**src/source/mcu_pkg.sv**
```systemverilog
`default_nettype none

package mcu_pkg;

    // datapath and memory sizes
    localparam int data_width = 16;
    localparam int code_depth = 256;
    localparam int code_aw = 8;
    localparam int reg_aw = 4;
    localparam int led_width = 8;
    localparam int key_width = 2;

    // general purpose block bounds
    localparam logic [reg_aw-1:0] r_gp0 = 4'd0;
    localparam logic [reg_aw-1:0] r_gp7 = 4'd7;

    // mapped writable registers
    localparam logic [reg_aw-1:0] r_leds = 4'd8;
    localparam logic [reg_aw-1:0] r_av_writedata = 4'd9;
    localparam logic [reg_aw-1:0] r_av_address = 4'd10;
    // bit 0 is the write request
    localparam logic [reg_aw-1:0] r_av_ctrl = 4'd11;

    // read-only sources
    localparam logic [reg_aw-1:0] r_keys = 4'd12;
    localparam logic [reg_aw-1:0] r_av_wait = 4'd13;
    // 14 and 15 fall through to zero

    // alu opcodes
    localparam logic [2:0] op_mov = 3'd0;
    localparam logic [2:0] op_add = 3'd1;
    localparam logic [2:0] op_sub = 3'd2;
    localparam logic [2:0] op_and = 3'd3;
    localparam logic [2:0] op_or = 3'd4;
    localparam logic [2:0] op_xor = 3'd5;
    localparam logic [2:0] op_halt = 3'd6;
    // reserved, treated like halt
    localparam logic [2:0] op_rsvd = 3'd7;

    // core sequencer states
    localparam logic [1:0] st_fetch = 2'd0;
    localparam logic [1:0] st_exec = 2'd1;
    localparam logic [1:0] st_halt = 2'd2;

    // one code word, two decodings picked by bit 15
    typedef union packed {
        // flag set: load zero-extended immediate
        struct packed {
            logic        flag;
            logic [3:0]  dest;
            logic [10:0] imm;
        } imm;
        // flag clear: register op, mov copies src_a
        struct packed {
            logic       flag;
            logic [2:0] op;
            logic [3:0] dest;
            logic [3:0] src_a;
            logic [3:0] src_b;
        } alu;
    } instr_t;

endpackage

`default_nettype wire

```
**src/source/code_ram.sv**
```systemverilog
`timescale 1ns/1ps
`default_nettype none

module code_ram (
    input  logic                        sysclk,
    // loader side
    input  logic                        prog_write,
    input  logic [mcu_pkg::code_aw-1:0] prog_address,
    input  logic [mcu_pkg::data_width-1:0] prog_writedata,
    // core side
    input  logic [mcu_pkg::code_aw-1:0] fetch_addr,
    output logic [mcu_pkg::data_width-1:0] fetch_data
);

    // program store, keeps contents across rst
    logic [mcu_pkg::data_width-1:0] mem [0:mcu_pkg::code_depth-1];

    // loader write, one word per strobe
    always_ff @(posedge sysclk) begin
        if (prog_write) begin
            mem[prog_address] <= prog_writedata;
        end
    end

    // registered fetch, data valid one cycle after the address
    // old contents if loader hits the same word this cycle
    always_ff @(posedge sysclk) begin
        fetch_data <= mem[fetch_addr];
    end

endmodule

`default_nettype wire

```
**config.mk**
```make
export PLATFORM = sky130hd
export DESIGN_NAME = code_ram
export DESIGN_NICKNAME = d
export VERILOG_FILES = /design/src/source/mcu_pkg.sv /design/src/source/code_ram.sv
export SDC_FILE = /design/constraint.sdc
export NUM_CORES = 2
export LEC_CHECK = 0
export BUFFER_PORTS_ARGS = -buffer_cell sky130_fd_sc_hd__buf_2
export CORE_AREA = 2 2 567 569
export CTS_CLUSTER_SIZE = 16
export DETAILED_ROUTE_END_ITERATION = 12
export DIE_AREA = 0 0 569 571
export PLACE_DENSITY = 0.72
export SLEW_MARGIN = 20
export SYNTH_ARGS = -nofsm -noshare
export SYNTH_HDL_FRONTEND = slang
export SYNTH_SLANG_ARGS = --single-unit
```
**constraint.sdc**
```tcl
create_clock -name sysclk -period 2.9 [get_ports sysclk]
set_input_delay 0.58 -clock sysclk [delete_from_list [all_inputs] [get_ports sysclk]]
set_output_delay 0.58 -clock sysclk [all_outputs]
set_load 0.05 [all_outputs]
```
==> metrics <==
CTS tree done; clock share of power 0.411; Port Buffers 49; vias per cell 6.38; starting density of the core 0.497; P_sw 26.2 mW; Final period util 1.02; PwrDens 669 nW/um^2; die width 569 um; global-route wire length before repair 599000 um; Routability Congestion 0.959; initial antenna violation count 32; Post-synth EDFFs 4096; synth unique cells 52; max_cap viols 0; Crit path required time 3.70 ns; final total negative setup slack -0.0541 ns; Pwr Total 123 mW; CTS Buf Count 391; Critical Setup Path Class primary input to flip-flop; Synth Register Bits 4112; # DRC 0; GRT Residual Overflow 0; syn_area_per_cell 21.6 um^2; Hold Fails Final Rpt 0; sequential power share 0.532; ys flop type edfxtp_1; number of global-route vias before repair 82300; detailed placement HPWL 262000 um; Worst-path clk slew 0.06 ns; failing checks negative setup slack; cts hold-fix bufs 0; Peak supply drop 0.000562 V; via count 82300; cell row count 208; top cells by area, synth edfxtp_1 (77%), mux4_2 (11%), mux2i_1 (3.6%), o221ai_1 (1.4%), nor2_1 (0.72%); Hold Slack 0.0679 ns; die height 571 um; RSZ-0062 raised after global routing no; type of element capturing the critical path flip-flop; Seq/Total Area, Yosys 0.777; ys async rst share 0; Gate Count Post-Synth 7360; post-synth top area share 0.775; syn nets 7394; highest net fanout along the worst path 23; worst skew pair latency 0.92 ns; Post-Place Cell Area 172000 um^2; area of the mapped netlist 159000 um^2; Clock Skew 0.0557 ns; P&R area growth vs syn 16.3%; run status finished with violations; Max clock buf depth 4; largest net degree at the start of global routing 101; pre-CTS WS -0.869 ns; Worst-Margin Slew 0.930 ns; fin cells 12900; Ports 50; Rel. slew slack 0.375; DRT Pass-1 Iters 6; final worst setup slack -0.0541 ns; gr usage total 0.257; leading area contributor after synthesis edfxtp_1; placed insts 12200; hold crit path type primary input to flip-flop; Core Footprint 319000 um^2; H-Tree Depth 5; WP data arrival 3.75 ns; internal power 97.2 mW; Tmin final 2.95 ns; Final Max Slew Viols 0; clock sink total 4112; layout cells sized above 1 0.298; Detailed Route WL 421000 um; die area 325000 um^2; final instance area 185000 um^2; Ys Warns 0; Wirelength per Cell 32.6 um; NumNets Final 8414; Combinational Power Share 0.057; post-route ant nets 0; Startpoint Class primary input; clk root buf clkbuf_16; fin util 0.578; sw frac 0.212; leak pwr 59.9 nW; Max Clk Rate 339 MHz; DRT iter0 DRCs 12200; setup violation total in the final timing report 1
## state kept, by name, summed over array words and instances, names as in the netlist
| name | count |
|---|---|
| fetch_data | 16 |
| mem | 4096 |
## synth_stat cells, types with 9 or more instances
master    number
mux2_2        88
a221oi_1      28
and3_1        11
o22ai_1      148
a21oi_1      175
buf_6         77
a22o_1        32
o32ai_1       20
buf_1         27
a211oi_1      18
nor2b_1        9
o31ai_1       16
nor3_1        92
o21ai_0       37
o221ai_1     252
clkbuf_1     230
buf_8         11
edfxtp_1    4096
a22oi_1       43
buf_2         76
mux4_2       797
buf_4         26
nor4_1        17
nand3_1       35
nor2_1       304
nand4_1       26
mux2i_1      565
nand2_1       38
dfxtp_1       16
## worst paths after layout
check              endpoint  cells past startpoint  slack [ns]         startpoint
min             mem[245][5]                      1        0.07  prog_writedata[5]
min reg2reg  fetch_data[10]                      6        1.03       mem[234][10]
max reg2reg  fetch_data[12]                      7        0.12        mem[11][12]
max           fetch_data[3]                     11       -0.05      fetch_addr[0]
## cell usage in the layout (no fill, tap or decap), drive strengths merged, types with 28 or more instances in the layout
master | synthesis | layout
a21oi | 175 | 175
a221oi | 28 | 28
a22o | 32 | 32
a22oi | 43 | 43
buf | 222 | 1079
bufinv | 0 | 44
clkbuf | 230 | 466
clkinv | 0 | 164
edfxtp | 4096 | 4096
mux2 | 88 | 88
mux2i | 565 | 565
mux4 | 797 | 797
nand2 | 38 | 38
nand3 | 35 | 35
nor2 | 304 | 304
nor3 | 92 | 92
o21ai | 38 | 38
o221ai | 253 | 253
o22ai | 148 | 148
## logic make-up after synthesis
kind of cell	share of synthesized area
DFF	0.777
muxes	0.155
AOI/OAI and AO/OA	0.0354
and+or+nand+nor	0.0157
buffers and inverters	0.0169
## power groups by stage
stage / sequential [mW] / clock (mW) / combinational, mW
after floorplan: 67.0 / 0 / 3.23
after global placement: 66.9 / 0 / 6.79
after detailed placement: 66.9 / 0 / 6.94
after CTS: 65.6 / 51.2 / 6.98
after global routing: 65.6 / 53.4 / 7.30
final: 65.6 / 50.8 / 7.05
## repair_timing
item                                   4_1_cts  5_1_grt
endpoints found under the hold margin        0        0
setup endpoints to repair                    1        1
resized for setup                            1        2
setup buffers                                0        0
## final cells by class
| cell class | instances | area (um^2) |
|---|---|---|
| fill | 22100 | 135000 |
| sequential | 4112 | 123000 |
| multi-input combinational | 2792 | 32900 |
| timing repair buffer | 1079 | 10400 |
| clock buffer | 466 | 10200 |
| tap | 4200 | 5260 |
| clock inverter | 236 | 2430 |
| antenna | 12 | 30.0 |
| inverter | 4 | 27.5 |
## critical path, stage by stage
cell and delay, ns:
buf_12 0.19, buf_12 0.21, buf_12 0.22, buf_12 0.23
buf_4 0.27, mux2i_1 0.10, o221ai_1 0.36, o32ai_1 0.18
a21oi_1 0.40, nand4_1 0.51, nor4_1 0.41
## per-layer routing
metal | vias to the layer above | GRT usage | part of all wire
li1 | 33300 | - | -
met1 | 43100 | 0.340 | 0.36
met2 | 4941 | 0.411 | 0.48
met3 | 933 | 0.0581 | 0.11
met4 | 18 | 0.114 | 0.053
met5 | - | 0 | 0.00026
(Power assumes the default switching activity.)
