### config.mk
export PLATFORM = sky130hd
export DESIGN_NAME = av_master_port
export DESIGN_NICKNAME = d
export VERILOG_FILES = /design/src/source/mcu_pkg.sv /design/src/source/av_master_port.sv
export SDC_FILE = /design/constraint.sdc
export NUM_CORES = 1
export LEC_CHECK = 0
export BUFFER_PORTS_ARGS = -buffer_cell sky130_fd_sc_hd__buf_2
export CORE_UTILIZATION = 30
export CTS_CLUSTER_SIZE = 28
export DETAILED_ROUTE_END_ITERATION = 8
export GPL_TIMING_DRIVEN = 1
export SLEW_MARGIN = 20
export SYNTH_ARGS = -nofsm -noshare
export SYNTH_HDL_FRONTEND = slang
export SYNTH_SLANG_ARGS = --single-unit
export TNS_END_PERCENT = 20
### constraint.sdc
create_clock -name sysclk -period 2.3 [get_ports sysclk]
set_input_delay 0.46 -clock sysclk [delete_from_list [all_inputs] [get_ports sysclk]]
set_output_delay 0.46 -clock sysclk [all_outputs]
set_load 0.05 [all_outputs]
### src/source/mcu_pkg.sv
`default_nettype none

package mcu_pkg;

    // datapath and memory sizes
    localparam int data_width = 16;
    localparam int code_depth = 256;
    localparam int code_aw = 8;
    localparam int reg_aw = 4;
    localparam int led_width = 8;
    localparam int key_width = 2;

    // general purpose block bounds
    localparam logic [reg_aw-1:0] r_gp0 = 4'd0;
    localparam logic [reg_aw-1:0] r_gp7 = 4'd7;

    // mapped writable registers
    localparam logic [reg_aw-1:0] r_leds = 4'd8;
    localparam logic [reg_aw-1:0] r_av_writedata = 4'd9;
    localparam logic [reg_aw-1:0] r_av_address = 4'd10;
    // bit 0 is the write request
    localparam logic [reg_aw-1:0] r_av_ctrl = 4'd11;

    // read-only sources
    localparam logic [reg_aw-1:0] r_keys = 4'd12;
    localparam logic [reg_aw-1:0] r_av_wait = 4'd13;
    // 14 and 15 fall through to zero

    // alu opcodes
    localparam logic [2:0] op_mov = 3'd0;
    localparam logic [2:0] op_add = 3'd1;
    localparam logic [2:0] op_sub = 3'd2;
    localparam logic [2:0] op_and = 3'd3;
    localparam logic [2:0] op_or = 3'd4;
    localparam logic [2:0] op_xor = 3'd5;
    localparam logic [2:0] op_halt = 3'd6;
    // reserved, treated like halt
    localparam logic [2:0] op_rsvd = 3'd7;

    // core sequencer states
    localparam logic [1:0] st_fetch = 2'd0;
    localparam logic [1:0] st_exec = 2'd1;
    localparam logic [1:0] st_halt = 2'd2;

    // one code word, two decodings picked by bit 15
    typedef union packed {
        // flag set: load zero-extended immediate
        struct packed {
            logic        flag;
            logic [3:0]  dest;
            logic [10:0] imm;
        } imm;
        // flag clear: register op, mov copies src_a
        struct packed {
            logic       flag;
            logic [2:0] op;
            logic [3:0] dest;
            logic [3:0] src_a;
            logic [3:0] src_b;
        } alu;
    } instr_t;

endpackage

`default_nettype wire

### src/source/av_master_port.sv
`timescale 1ns/1ps
`default_nettype none

module av_master_port (
    input  logic                           sysclk,
    input  logic                           rst,
    // write strobe from the core
    input  logic                           wr_en,
    input  logic [mcu_pkg::reg_aw-1:0]     wr_addr,
    input  logic [mcu_pkg::data_width-1:0] wr_data,
    // master bus
    input  logic                           av_waitrequest,
    output logic [mcu_pkg::data_width-1:0] av_address,
    output logic [mcu_pkg::data_width-1:0] av_writedata,
    output logic                           av_write,
    // pending write, back to the core
    output logic                           av_busy
);

    logic wr_data_sel;
    logic wr_addr_sel;
    logic wr_ctrl_sel;
    logic accepted;

    // own address decode
    assign wr_data_sel = wr_en && (wr_addr == mcu_pkg::r_av_writedata);
    assign wr_addr_sel = wr_en && (wr_addr == mcu_pkg::r_av_address);
    assign wr_ctrl_sel = wr_en && (wr_addr == mcu_pkg::r_av_ctrl);

    // slave takes the transfer on this edge
    assign accepted = av_write && !av_waitrequest;

    // address and data, frozen by the core stall while pending
    always_ff @(posedge sysclk) begin
        if (rst) begin
            av_address <= '0;
            av_writedata <= '0;
        end else begin
            if (wr_addr_sel) begin
                av_address <= wr_data;
            end
            if (wr_data_sel) begin
                av_writedata <= wr_data;
            end
        end
    end

    // write bit: set by ctrl bit 0, cleared on acceptance
    always_ff @(posedge sysclk) begin
        if (rst) begin
            av_write <= 1'b0;
        end else if (wr_ctrl_sel) begin
            // core only gets here when nothing is pending
            av_write <= wr_data[0];
        end else if (accepted) begin
            av_write <= 1'b0;
        end
    end

    assign av_busy = av_write;

endmodule

`default_nettype wire

==> summary by stage <==
Run status
The run finished with clean final reports.

Global route
The global-route wire length before repair is 4.59 mm. Entering global routing, the biggest net connects 50 pins. The initial antenna violation count is 0. For this run the aggregate overflow at the end of global routing stands at 0. The overall routing resource usage is 0.119. The via count of the first global-routing pass is 984.

CTS
Counting along the longest clock path gives a buffer depth of 2. The number of buffers added by the clock tree synthesis step is 5. The deepest level of the CTS H-tree is 2. Clock tree synthesis found a total of 33 sinks. After clock tree synthesis, the clock-pin slew on the worst setup and hold paths is 70 ps.

TritonCTS built the clock tree. Buffers inserted to repair hold after CTS numbered 0. The cell chosen for the clock root is sky130_fd_sc_hd__clkbuf_8.

Clock latency on the worst-skew pair, taken at its later pin, is 280 ps. The post-CTS setup buffer count is 0. The number of gates resized after CTS is 0.

Timing
The total count of max-transition violations in the final report is 0. Setup violations remaining at the end of the flow were counted as 0. At the pin with the least slew margin, the transition time is 592 ps. The number of hold-slack violations in the final timing report came to 0. The post-layout minimum cycle time is 1360 ps. The summed negative setup slack over all endpoints is 0 ps. Of the available clock period, the critical path in the final layout requires 0.593.

The peak clock frequency supported by timing is 733 MHz. Setup repair after global routing left no endpoint under its margin. Measured against its own limit, the worst slew margin works out to 0.605. The clock arrives with 0 ps of skew.

Setup path
The signal on the critical path passes through buf_2. The logic depth of the worst register-to-register path is 2. The reg-to-reg critical path startpoint is av_busy. Of all nets on the critical path, the largest fanout is 2. The element type at the critical path start is a register. The buffering stage count on the worst path with inverters included is 1. The endpoint arrival time on the critical path is 900 ps.

The delay of the slowest critical-path stage is 350 ps. The worst register-to-register path ends at av_busy. Setup slack on the worst reg-to-reg path comes out at 1650 ps. The required arrival time at the worst endpoint is 1840 ps. The kind of cell adding the most delay to the critical path is flip-flops.

The worst setup path category is register to output port. The slowest cell on the critical path is sky130_fd_sc_hd__dfxtp_1. STA classifies the critical path endpoint as an output port.

Placed design
Detailed placement finished with a half-perimeter wire length of 2.04 mm. The final RePlAce weighted congestion is 0.733. The count of buffers from port buffering is 57. Including well taps, the total number of placed cells is 232.

Synth
After synthesis, the cell types taking the most area are sky130_fd_sc_hd__dfxtp_1, sky130_fd_sc_hd__mux2i_1, sky130_fd_sc_hd__nand2b_1. Of the total synthesized cell area, the portion taken by full adders, half adders and majority gates is 0. Yosys printed 0 warnings. The area fraction in and, or, nand and nor cells after synthesis is 0.282. The instance count of the mapped netlist is 130. The share of the synthesized area in compound gates (AO/OA/AOI/OAI) was 0. Of the post-synthesis cell area, the part taken by muxes is 0.228.

The summed instance area of the synthesized netlist is 0.00145 mm². Of all cell types, the one taking the most synthesized area is sky130_fd_sc_hd__dfxtp_1. In this run, synthesis produced a sequential element count of 33. Counting distinct cell types in the post-synthesis netlist gives 14. Counting every net in the synthesized netlist gives 154.

By area, the combinational part of the netlist is dominated by simple AND/OR/NAND/NOR gates. The portion of synthesized cell area occupied by the leading cell type is 0.456. The average size of a mapped cell is 11.1 µm². The post-synthesis share of cell area spent on xor and xnor gates is 0. The share of synthesized area occupied by flip-flops and latches is 0.456.

Final layout
Leaving out filler cells and counting taps, the final layout contains 240. The multi-input combinational cells in the finished layout cover a total of 738 µm². The number of fill cells is 469. The area overhead of the layout relative to synthesis is 28.2%.

Summing all flip-flop and latch instances after layout gives 661 µm². The ratio of cells with drive above 1 in the final layout is 0.383. 0 antenna diodes ended up in the layout. The net count reported at finish is 211.

Route
The via count is 1,050. The first-iteration detailed-routing DRC count is 41. The final wirelength is 2.83 mm. Dividing the detail-routed wire length by the instance count gives 11.8 µm. In the routed design, unresolved DRC markers number 0. The final antenna-violating net count is 0. The number of iterations in the first detailed-routing pass is 4. The via-per-instance ratio is 4.38.

Floorplanning
After floorplanning, the core was sized to cover 0.00450 mm². The effective utilization at floorplan is 0.322. The die outline width is 71.5 µm.

The area enclosed by the die boundary is 0.00511 mm². The floorplan row count is 24. The I/O pin count is 58.

The die is 71.5 µm tall.

Hold path
The tightest min-delay check is of the input pin to register type. The source of the worst hold timing path is wr_data[5]. The number of cells on the worst hold path is 3. The capture endpoint of the worst hold path is av_address[5].

Power and ir drop
Power spread over the standard cell area amounts to 630 mW/mm². The peak supply drop is 209 µV. The leakage power summed over all cells is 0.942 nW.

Run
The number of max-capacitance violations reported is 0.
## worst max path at each step
stage                  startpoint            end  depth (start not counted)
global route        av_address[7]  av_address[7]                          1
detailed placement     wr_addr[2]  av_address[6]                          4
floorplan                 av_busy       av_write                          1
finish              av_address[7]  av_address[7]                          1
CTS                 av_address[5]  av_address[5]                          1
global placement       wr_addr[2]  av_address[9]                          4
## cell families after synthesis
logic type,Yosys count
AND/OR/NAND/NOR,56
multiplexers,33
flip-flops,33
buffers and inverters,8
## worst min-delay path, cell delays in order
cell and delay, ps:
sky130_fd_sc_hd__buf_2 90, sky130_fd_sc_hd__nand2b_1 70, sky130_fd_sc_hd__mux2i_1 60
## per-stage QoR
stage | worst slack, ps | util | power, mW | instance area (µm²) | hold WS, ps
final | 936 | 0.413 | 1.17 | 1860 | 457
after global routing | 895 | 0.413 | 1.23 | 1860 | 469
after CTS | 915 | 0.413 | 1.19 | 1860 | 451
after detailed placement | 760 | 0.390 | 0.709 | 1760 | 459
after global placement | 759 | 0.390 | 0.709 | 1760 | 456
after floorplan | 927 | - | 0.671 | 1450 | 627
## per-layer routing
layer / vias to the layer above / GRT usage / part of all wire
met2: 32 / 0.184 / 0.45
li1: 543 / - / -
met5: - / 0 / 0
met4: 0 / 0.0654 / 0.023
met1: 470 / 0.142 / 0.46
met3: 5 / 0.0464 / 0.065
## cell usage in the layout (no fill, tap or decap), types with 2 or more instances in the layout
cell type and n:
sky130_fd_sc_hd__buf_2 57, sky130_fd_sc_hd__mux2i_1 33, sky130_fd_sc_hd__nand3b_4 2, sky130_fd_sc_hd__clkbuf_8 7
sky130_fd_sc_hd__dfxtp_1 33, sky130_fd_sc_hd__nand2b_1 48
## Yosys cell counts
library cell	n
sky130_fd_sc_hd__nand3_1	1
sky130_fd_sc_hd__nand3b_1	1
sky130_fd_sc_hd__clkbuf_1	4
sky130_fd_sc_hd__and3b_4	1
sky130_fd_sc_hd__dfxtp_1	33
sky130_fd_sc_hd__buf_2	1
sky130_fd_sc_hd__nor3b_4	1
sky130_fd_sc_hd__nand2b_1	48
sky130_fd_sc_hd__nand3b_2	1
sky130_fd_sc_hd__nand3b_4	2
sky130_fd_sc_hd__buf_6	2
sky130_fd_sc_hd__nor3b_2	1
sky130_fd_sc_hd__buf_4	1
sky130_fd_sc_hd__mux2i_1	33
## report_power, final
part,switching (mW),internal [mW]
Sequential,0.00342,0.579
Combinational,0.0647,0.0480
Clock,0.206,0.270
Total,0.274,0.897
## area by class of cell
cell class              instances  area share
clock buffers                   7      0.0519
clock inverters                 1     0.00269
multi-input cells              89       0.397
flip-flops and latches         33       0.356
well taps                      52      0.0350
repair buffers                 58       0.158
## sequential cells by signal, summed over array words and instances, names as in the netlist
signal and count:
av_writedata 16, av_busy 1, av_address 16
Power figures use the tool's default switching activity.
