==> config.mk <==
export PLATFORM = sky130hd
export DESIGN_NAME = move_core
export DESIGN_NICKNAME = d
export VERILOG_FILES = /design/src/source/mcu_pkg.sv /design/src/source/move_core.sv
export SDC_FILE = /design/constraint.sdc
export NUM_CORES = 1
export LEC_CHECK = 0
export BUFFER_PORTS_ARGS = -buffer_cell sky130_fd_sc_hd__buf_2
export CORE_MARGIN = 4
export CORE_UTILIZATION = 45
export CTS_CLUSTER_SIZE = 20
export DETAILED_ROUTE_END_ITERATION = 16
export MAX_ROUTING_LAYER = met4
export PLACE_DENSITY_LB_ADDON = 0.1
export SYNTH_ARGS = -nofsm -noshare
export SYNTH_HDL_FRONTEND = slang
export SYNTH_SLANG_ARGS = --single-unit
export TNS_END_PERCENT = 30
==> constraint.sdc <==
create_clock -name sysclk -period 10.4 [get_ports sysclk]
set_input_delay 2.08 -clock sysclk [delete_from_list [all_inputs] [get_ports sysclk]]
set_output_delay 2.08 -clock sysclk [all_outputs]
set_load 0.05 [all_outputs]
==> src/source/mcu_pkg.sv <==
`default_nettype none

package mcu_pkg;

    // datapath and memory sizes
    localparam int data_width = 16;
    localparam int code_depth = 256;
    localparam int code_aw = 8;
    localparam int reg_aw = 4;
    localparam int led_width = 8;
    localparam int key_width = 2;

    // general purpose block bounds
    localparam logic [reg_aw-1:0] r_gp0 = 4'd0;
    localparam logic [reg_aw-1:0] r_gp7 = 4'd7;

    // mapped writable registers
    localparam logic [reg_aw-1:0] r_leds = 4'd8;
    localparam logic [reg_aw-1:0] r_av_writedata = 4'd9;
    localparam logic [reg_aw-1:0] r_av_address = 4'd10;
    // bit 0 is the write request
    localparam logic [reg_aw-1:0] r_av_ctrl = 4'd11;

    // read-only sources
    localparam logic [reg_aw-1:0] r_keys = 4'd12;
    localparam logic [reg_aw-1:0] r_av_wait = 4'd13;
    // 14 and 15 fall through to zero

    // alu opcodes
    localparam logic [2:0] op_mov = 3'd0;
    localparam logic [2:0] op_add = 3'd1;
    localparam logic [2:0] op_sub = 3'd2;
    localparam logic [2:0] op_and = 3'd3;
    localparam logic [2:0] op_or = 3'd4;
    localparam logic [2:0] op_xor = 3'd5;
    localparam logic [2:0] op_halt = 3'd6;
    // reserved, treated like halt
    localparam logic [2:0] op_rsvd = 3'd7;

    // core sequencer states
    localparam logic [1:0] st_fetch = 2'd0;
    localparam logic [1:0] st_exec = 2'd1;
    localparam logic [1:0] st_halt = 2'd2;

    // one code word, two decodings picked by bit 15
    typedef union packed {
        // flag set: load zero-extended immediate
        struct packed {
            logic        flag;
            logic [3:0]  dest;
            logic [10:0] imm;
        } imm;
        // flag clear: register op, mov copies src_a
        struct packed {
            logic       flag;
            logic [2:0] op;
            logic [3:0] dest;
            logic [3:0] src_a;
            logic [3:0] src_b;
        } alu;
    } instr_t;

endpackage

`default_nettype wire

==> src/source/move_core.sv <==
`timescale 1ns/1ps
`default_nettype none

module move_core (
    input  logic                           sysclk,
    input  logic                           rst,
    // code memory
    output logic [mcu_pkg::code_aw-1:0]    fetch_addr,
    input  logic [mcu_pkg::data_width-1:0] fetch_data,
    // register reads
    output logic [mcu_pkg::reg_aw-1:0]     rd_addr_a,
    output logic [mcu_pkg::reg_aw-1:0]     rd_addr_b,
    input  logic [mcu_pkg::data_width-1:0] rd_data_a,
    input  logic [mcu_pkg::data_width-1:0] rd_data_b,
    // register write strobe
    output logic                           wr_en,
    output logic [mcu_pkg::reg_aw-1:0]     wr_addr,
    output logic [mcu_pkg::data_width-1:0] wr_data,
    // master back-pressure
    input  logic                           av_busy,
    output logic                           halted
);

    logic [1:0]                     state;
    logic [mcu_pkg::code_aw-1:0]    pc;
    mcu_pkg::instr_t                instr;
    logic                           is_imm;
    logic                           is_halt;
    logic [mcu_pkg::reg_aw-1:0]     dest;
    logic                           av_dest;
    logic                           stall;
    logic                           exec_go;
    logic [mcu_pkg::data_width-1:0] result;

    // fetch_data is only meaningful in exec
    assign instr = fetch_data;

    // pc goes straight to the ram, no branches
    assign fetch_addr = pc;

    // decode
    assign is_imm = instr.imm.flag;
    assign is_halt = !is_imm &&
        (instr.alu.op == mcu_pkg::op_halt || instr.alu.op == mcu_pkg::op_rsvd);
    assign dest = is_imm ? instr.imm.dest : instr.alu.dest;

    // operand addresses from the alu view, ignored for immediates
    assign rd_addr_a = instr.alu.src_a;
    assign rd_addr_b = instr.alu.src_b;

    // master regs may not change while a write is pending
    assign av_dest = dest inside {mcu_pkg::r_av_writedata,
                                  mcu_pkg::r_av_address,
                                  mcu_pkg::r_av_ctrl};
    assign stall = av_dest && av_busy && !is_halt;

    // execute completes this cycle
    assign exec_go = (state == mcu_pkg::st_exec) && !stall;

    // alu and immediate select
    always_comb begin
        if (is_imm) begin
            result = {{(mcu_pkg::data_width - 11){1'b0}}, instr.imm.imm};
        end else begin
            case (instr.alu.op)
                mcu_pkg::op_mov: result = rd_data_a;
                mcu_pkg::op_add: result = rd_data_a + rd_data_b;
                mcu_pkg::op_sub: result = rd_data_a - rd_data_b;
                mcu_pkg::op_and: result = rd_data_a & rd_data_b;
                mcu_pkg::op_or:  result = rd_data_a | rd_data_b;
                mcu_pkg::op_xor: result = rd_data_a ^ rd_data_b;
                // halt and reserved never write
                default:         result = '0;
            endcase
        end
    end

    // single-cycle write strobe at the end of exec
    assign wr_en = exec_go && !is_halt;
    assign wr_addr = dest;
    assign wr_data = result;

    // fetch -> exec -> fetch, or exec -> halt
    always_ff @(posedge sysclk) begin
        if (rst) begin
            state <= mcu_pkg::st_fetch;
            pc <= '0;
        end else begin
            case (state)
                mcu_pkg::st_fetch: begin
                    // ram is reading mem[pc] on this edge
                    state <= mcu_pkg::st_exec;
                end
                mcu_pkg::st_exec: begin
                    if (exec_go) begin
                        if (is_halt) begin
                            state <= mcu_pkg::st_halt;
                        end else begin
                            pc <= pc + 1'b1;
                            state <= mcu_pkg::st_fetch;
                        end
                    end
                    // stalled: hold, same word re-read each cycle
                end
                mcu_pkg::st_halt: begin
                    // parked until rst
                    state <= mcu_pkg::st_halt;
                end
                default: begin
                    state <= mcu_pkg::st_fetch;
                end
            endcase
        end
    end

    // high from the cycle after the halt word
    assign halted = (state == mcu_pkg::st_halt);

endmodule

`default_nettype wire

==> flow_summary_export.csv <==
group,metric,value,unit
run_status,status,"completed",
route,wl_per_cell,15.0,microns
worst_setup_path,cpPeakStageDelay,1.10,ns
synthesis,synth.distinct_cells,60,
worst_setup_path,worst_ep_arrival_time,5.76,ns
placement,io_buffers,88,
worst_setup_path,path_class,"primary input to output pin",
power_and_ir_drop,max-vdd-ir-drop,0.100,mV
timing,period_minus_slack,7.84,ns
synthesis,ys_ff_latch,10,
cts,clock_latency,0.23,ns
synthesis,yosys_warnings,0,
floorplanning,num_rows,29,
route,via_per_inst,5.60,
timing,finalSetupViolations,0,
global_route,grt_pass1_wl,13600,microns
global_route,antenna_found_initial,0,
cts,post-cts-setup-buffers,0,
worst_setup_path,cp-end-kind,"output pin",
timing,finalCritPeriodShare,0.754,
synthesis,syn_area,0.00293,sq mm
route,dr.pass1.iters,5,
synthesis,synth_edf_count,0,
cts,clock_sinks,10,
timing,timing.final.max_slew_violations,0,
synthesis,ys_async_sr_fraction,0,
placement,routabilityCongestion,0.865,
synthesis,synth_fp_nets,522,
cts,cts_tree,"done",
floorplanning,io_pins,89,
timing,worstMarginPinSlew,1.25,ns
timing,rsz0062_at_grt,"no",
route,finalWirelength,8420,microns
worst_setup_path,crit_path_top_delay_cell,"nor3b_1",
global_route,grt-ovfl-total,0,
cts,htreeDepth,1,
cts,postCtsHoldBufs,0,
cts,root_buffer,"clkbuf_8",
route,ant_nets,0,
synthesis,synth_area_per_cell,6.97,sq um
timing,finalHoldViolCount,0,
cts,cts_made_buffers,3,
hold_path,holdCritPathClass,"flop to flop",
worst_setup_path,worstPathMaxFanout,48,
timing,max_slew_margin,0.166,
route,drtIter0Drc,147,
flow_run,drv_cap,0,
floorplanning,dieArea,0.00788,sq mm
cts,ctsResizeCount,0,
worst_setup_path,crit_top_cell,"buf_2",
finish,fin_util,0.530,
global_route,track_usage,0.220,
floorplanning,core-area,0.00635,sq mm
timing,setup_tns,0,ns
placement,hpwlAfterDp,6670,microns
cts,cts_buffer_depth,2,
floorplanning,die_y,88.7,microns
finish,fill_cells,657,
power_and_ir_drop,power.leakage,1.66,nW
worst_setup_path,required,8.32,ns
finish,area_delta_synth_final,14.8,%
cts,clkTransAtPathRegs,0.05,ns
finish,multi_input_area,0.00242,sq mm
finish,final_nets,585,
route,vias,3138,
timing,final.setup_skew,0.000534,ns
synthesis,synth_cells,421,
finish,drive_gt1_frac,0.215,
global_route,grt_max_degree,49,
synthesis,yosys_most_used_dff,"dfxtp_1",
worst_setup_path,worstPathCellList,"buf_2 > nor3b_1 > a31oi_1 > xnor2_1 > ha_1 > a21o_1 > or3_1 > o2111ai_2 > a21oi_1 > a221oi_1 > buf_2",
synthesis,yosysSeqAreaShare,0.0682,
floorplanning,initial_utilization,0.462,
finish,diodes,0,
timing,fmax,128,MHz
worst_setup_path,cp-start-kind,"primary input",
power_and_ir_drop,powerDensity,85.5,mW/mm^2
floorplanning,die_w,88.7,microns
global_route,grt_pass1_vias,2861,
route,post-route-drc-count,0,
finish,seqCellArea,200,sq um
## through the flow
stage	setup slack (ns)	cells	total power, mW	area (sq um)	hold slack (ns)
after CTS	2.57	560	0.288	3370	0.444
final	2.56	560	0.288	3370	0.447
after detailed placement	2.59	556	0.239	3310	0.433
after global routing	2.18	560	0.313	3370	0.461
after floorplan	2.92	421	0.192	2930	0.408
after global placement	2.69	556	0.237	3310	0.421
## placed cells by master, fill, tap and decap left out, drive strengths merged, types with 4 or more instances in the layout
cell    netlist  final
buf          23     88
ha           49     49
nor2         45     45
a21oi        42     42
inv          41     41
nand2        29     29
o21ai        26     26
xnor2        23     23
a22oi        16     16
dfxtp        10     10
o22ai         8      8
nand4         8      8
xor2          7      7
nor2b         6      6
and3          5      5
nand2b        5      5
or3           5      5
a211oi        5      5
o221ai        5      5
nor3          5      5
o41ai         4      4
a21o          4      4
clkbuf        7      4
nor4          4      4
## path summary, 6_finish.rpt
path | startpoint | endpoint | slack [ns] | cells after the start
setup / recovery | fetch_data[12] | wr_data[10] | 2.56 | 11
hold / removal | state[1]$_SDFFE_PP0P_ | state[0]$_SDFFE_PP0P_ | 0.45 | 1
setup reg to reg | state[0]$_SDFFE_PP0P_ | fetch_addr[6]$_SDFFE_PP0P_ | 9.06 | 5
hold reg to reg | state[1]$_SDFFE_PP0P_ | state[0]$_SDFFE_PP0P_ | 0.45 | 1
## cell usage after synthesis (5+ instances only)
library cell,number,share of area
or3_1,5,0.011
xnor2_1,23,0.069
clkbuf_1,7,0.0090
dfxtp_1,10,0.068
a22oi_1,16,0.041
xor2_1,7,0.021
buf_4,9,0.023
o21ai_0,23,0.039
nor2_1,44,0.056
o221ai_1,5,0.015
and3_1,5,0.011
nand2b_1,5,0.011
a211oi_1,5,0.013
a21oi_1,41,0.070
o22ai_1,8,0.017
nor2b_1,6,0.013
nand2_1,28,0.036
nand4_1,8,0.017
ha_1,49,0.21
buf_2,10,0.017
inv_1,41,0.052
## worst max-delay path: cells and delay by family
family	cells	cell delay, ns
simple gates	2	1.44
compound gates	5	1.03
buf+inv	2	0.67
fa+ha+maj	1	0.34
xor+xnor	1	0.19
## per-layer routing
layer	vias to the layer above	global-route usage	share of wire	wire length, microns
li1	1623	-	-	-
met1	1410	0.304	0.48	4040
met2	99	0.360	0.46	3890
met3	6	0.0112	0.051	428
met4	0	0.0343	0.0065	55
met5	-	-	0	0
## power breakdown
group / internal [mW] / switching (mW)
Combinational: 0.0675 / 0.131
Sequential: 0.0397 / 0.00161
Clock: 0.0332 / 0.0148
## flip-flops by register name, summed over array words and instances, names as in the netlist
register,flops
fetch_addr,8
state,2
## cell type report
type / instances / area share
flip-flops and latches: 10 / 0.0595
inverters: 41 / 0.0457
multi-input cells: 340 / 0.719
well taps: 77 / 0.0286
repair buffers: 88 / 0.131
clock buffers: 4 / 0.0164
## kinds of logic after synthesis
family	share of synthesized area
flip-flops	0.0682
multiplexers	0.0183
buffers and inverters	0.107
adder cells (fa/ha/maj)	0.216
AND/OR/NAND/NOR	0.208
XOR/XNOR	0.0896
AO/OA/AOI/OAI	0.294
(Power assumes the default switching activity.)
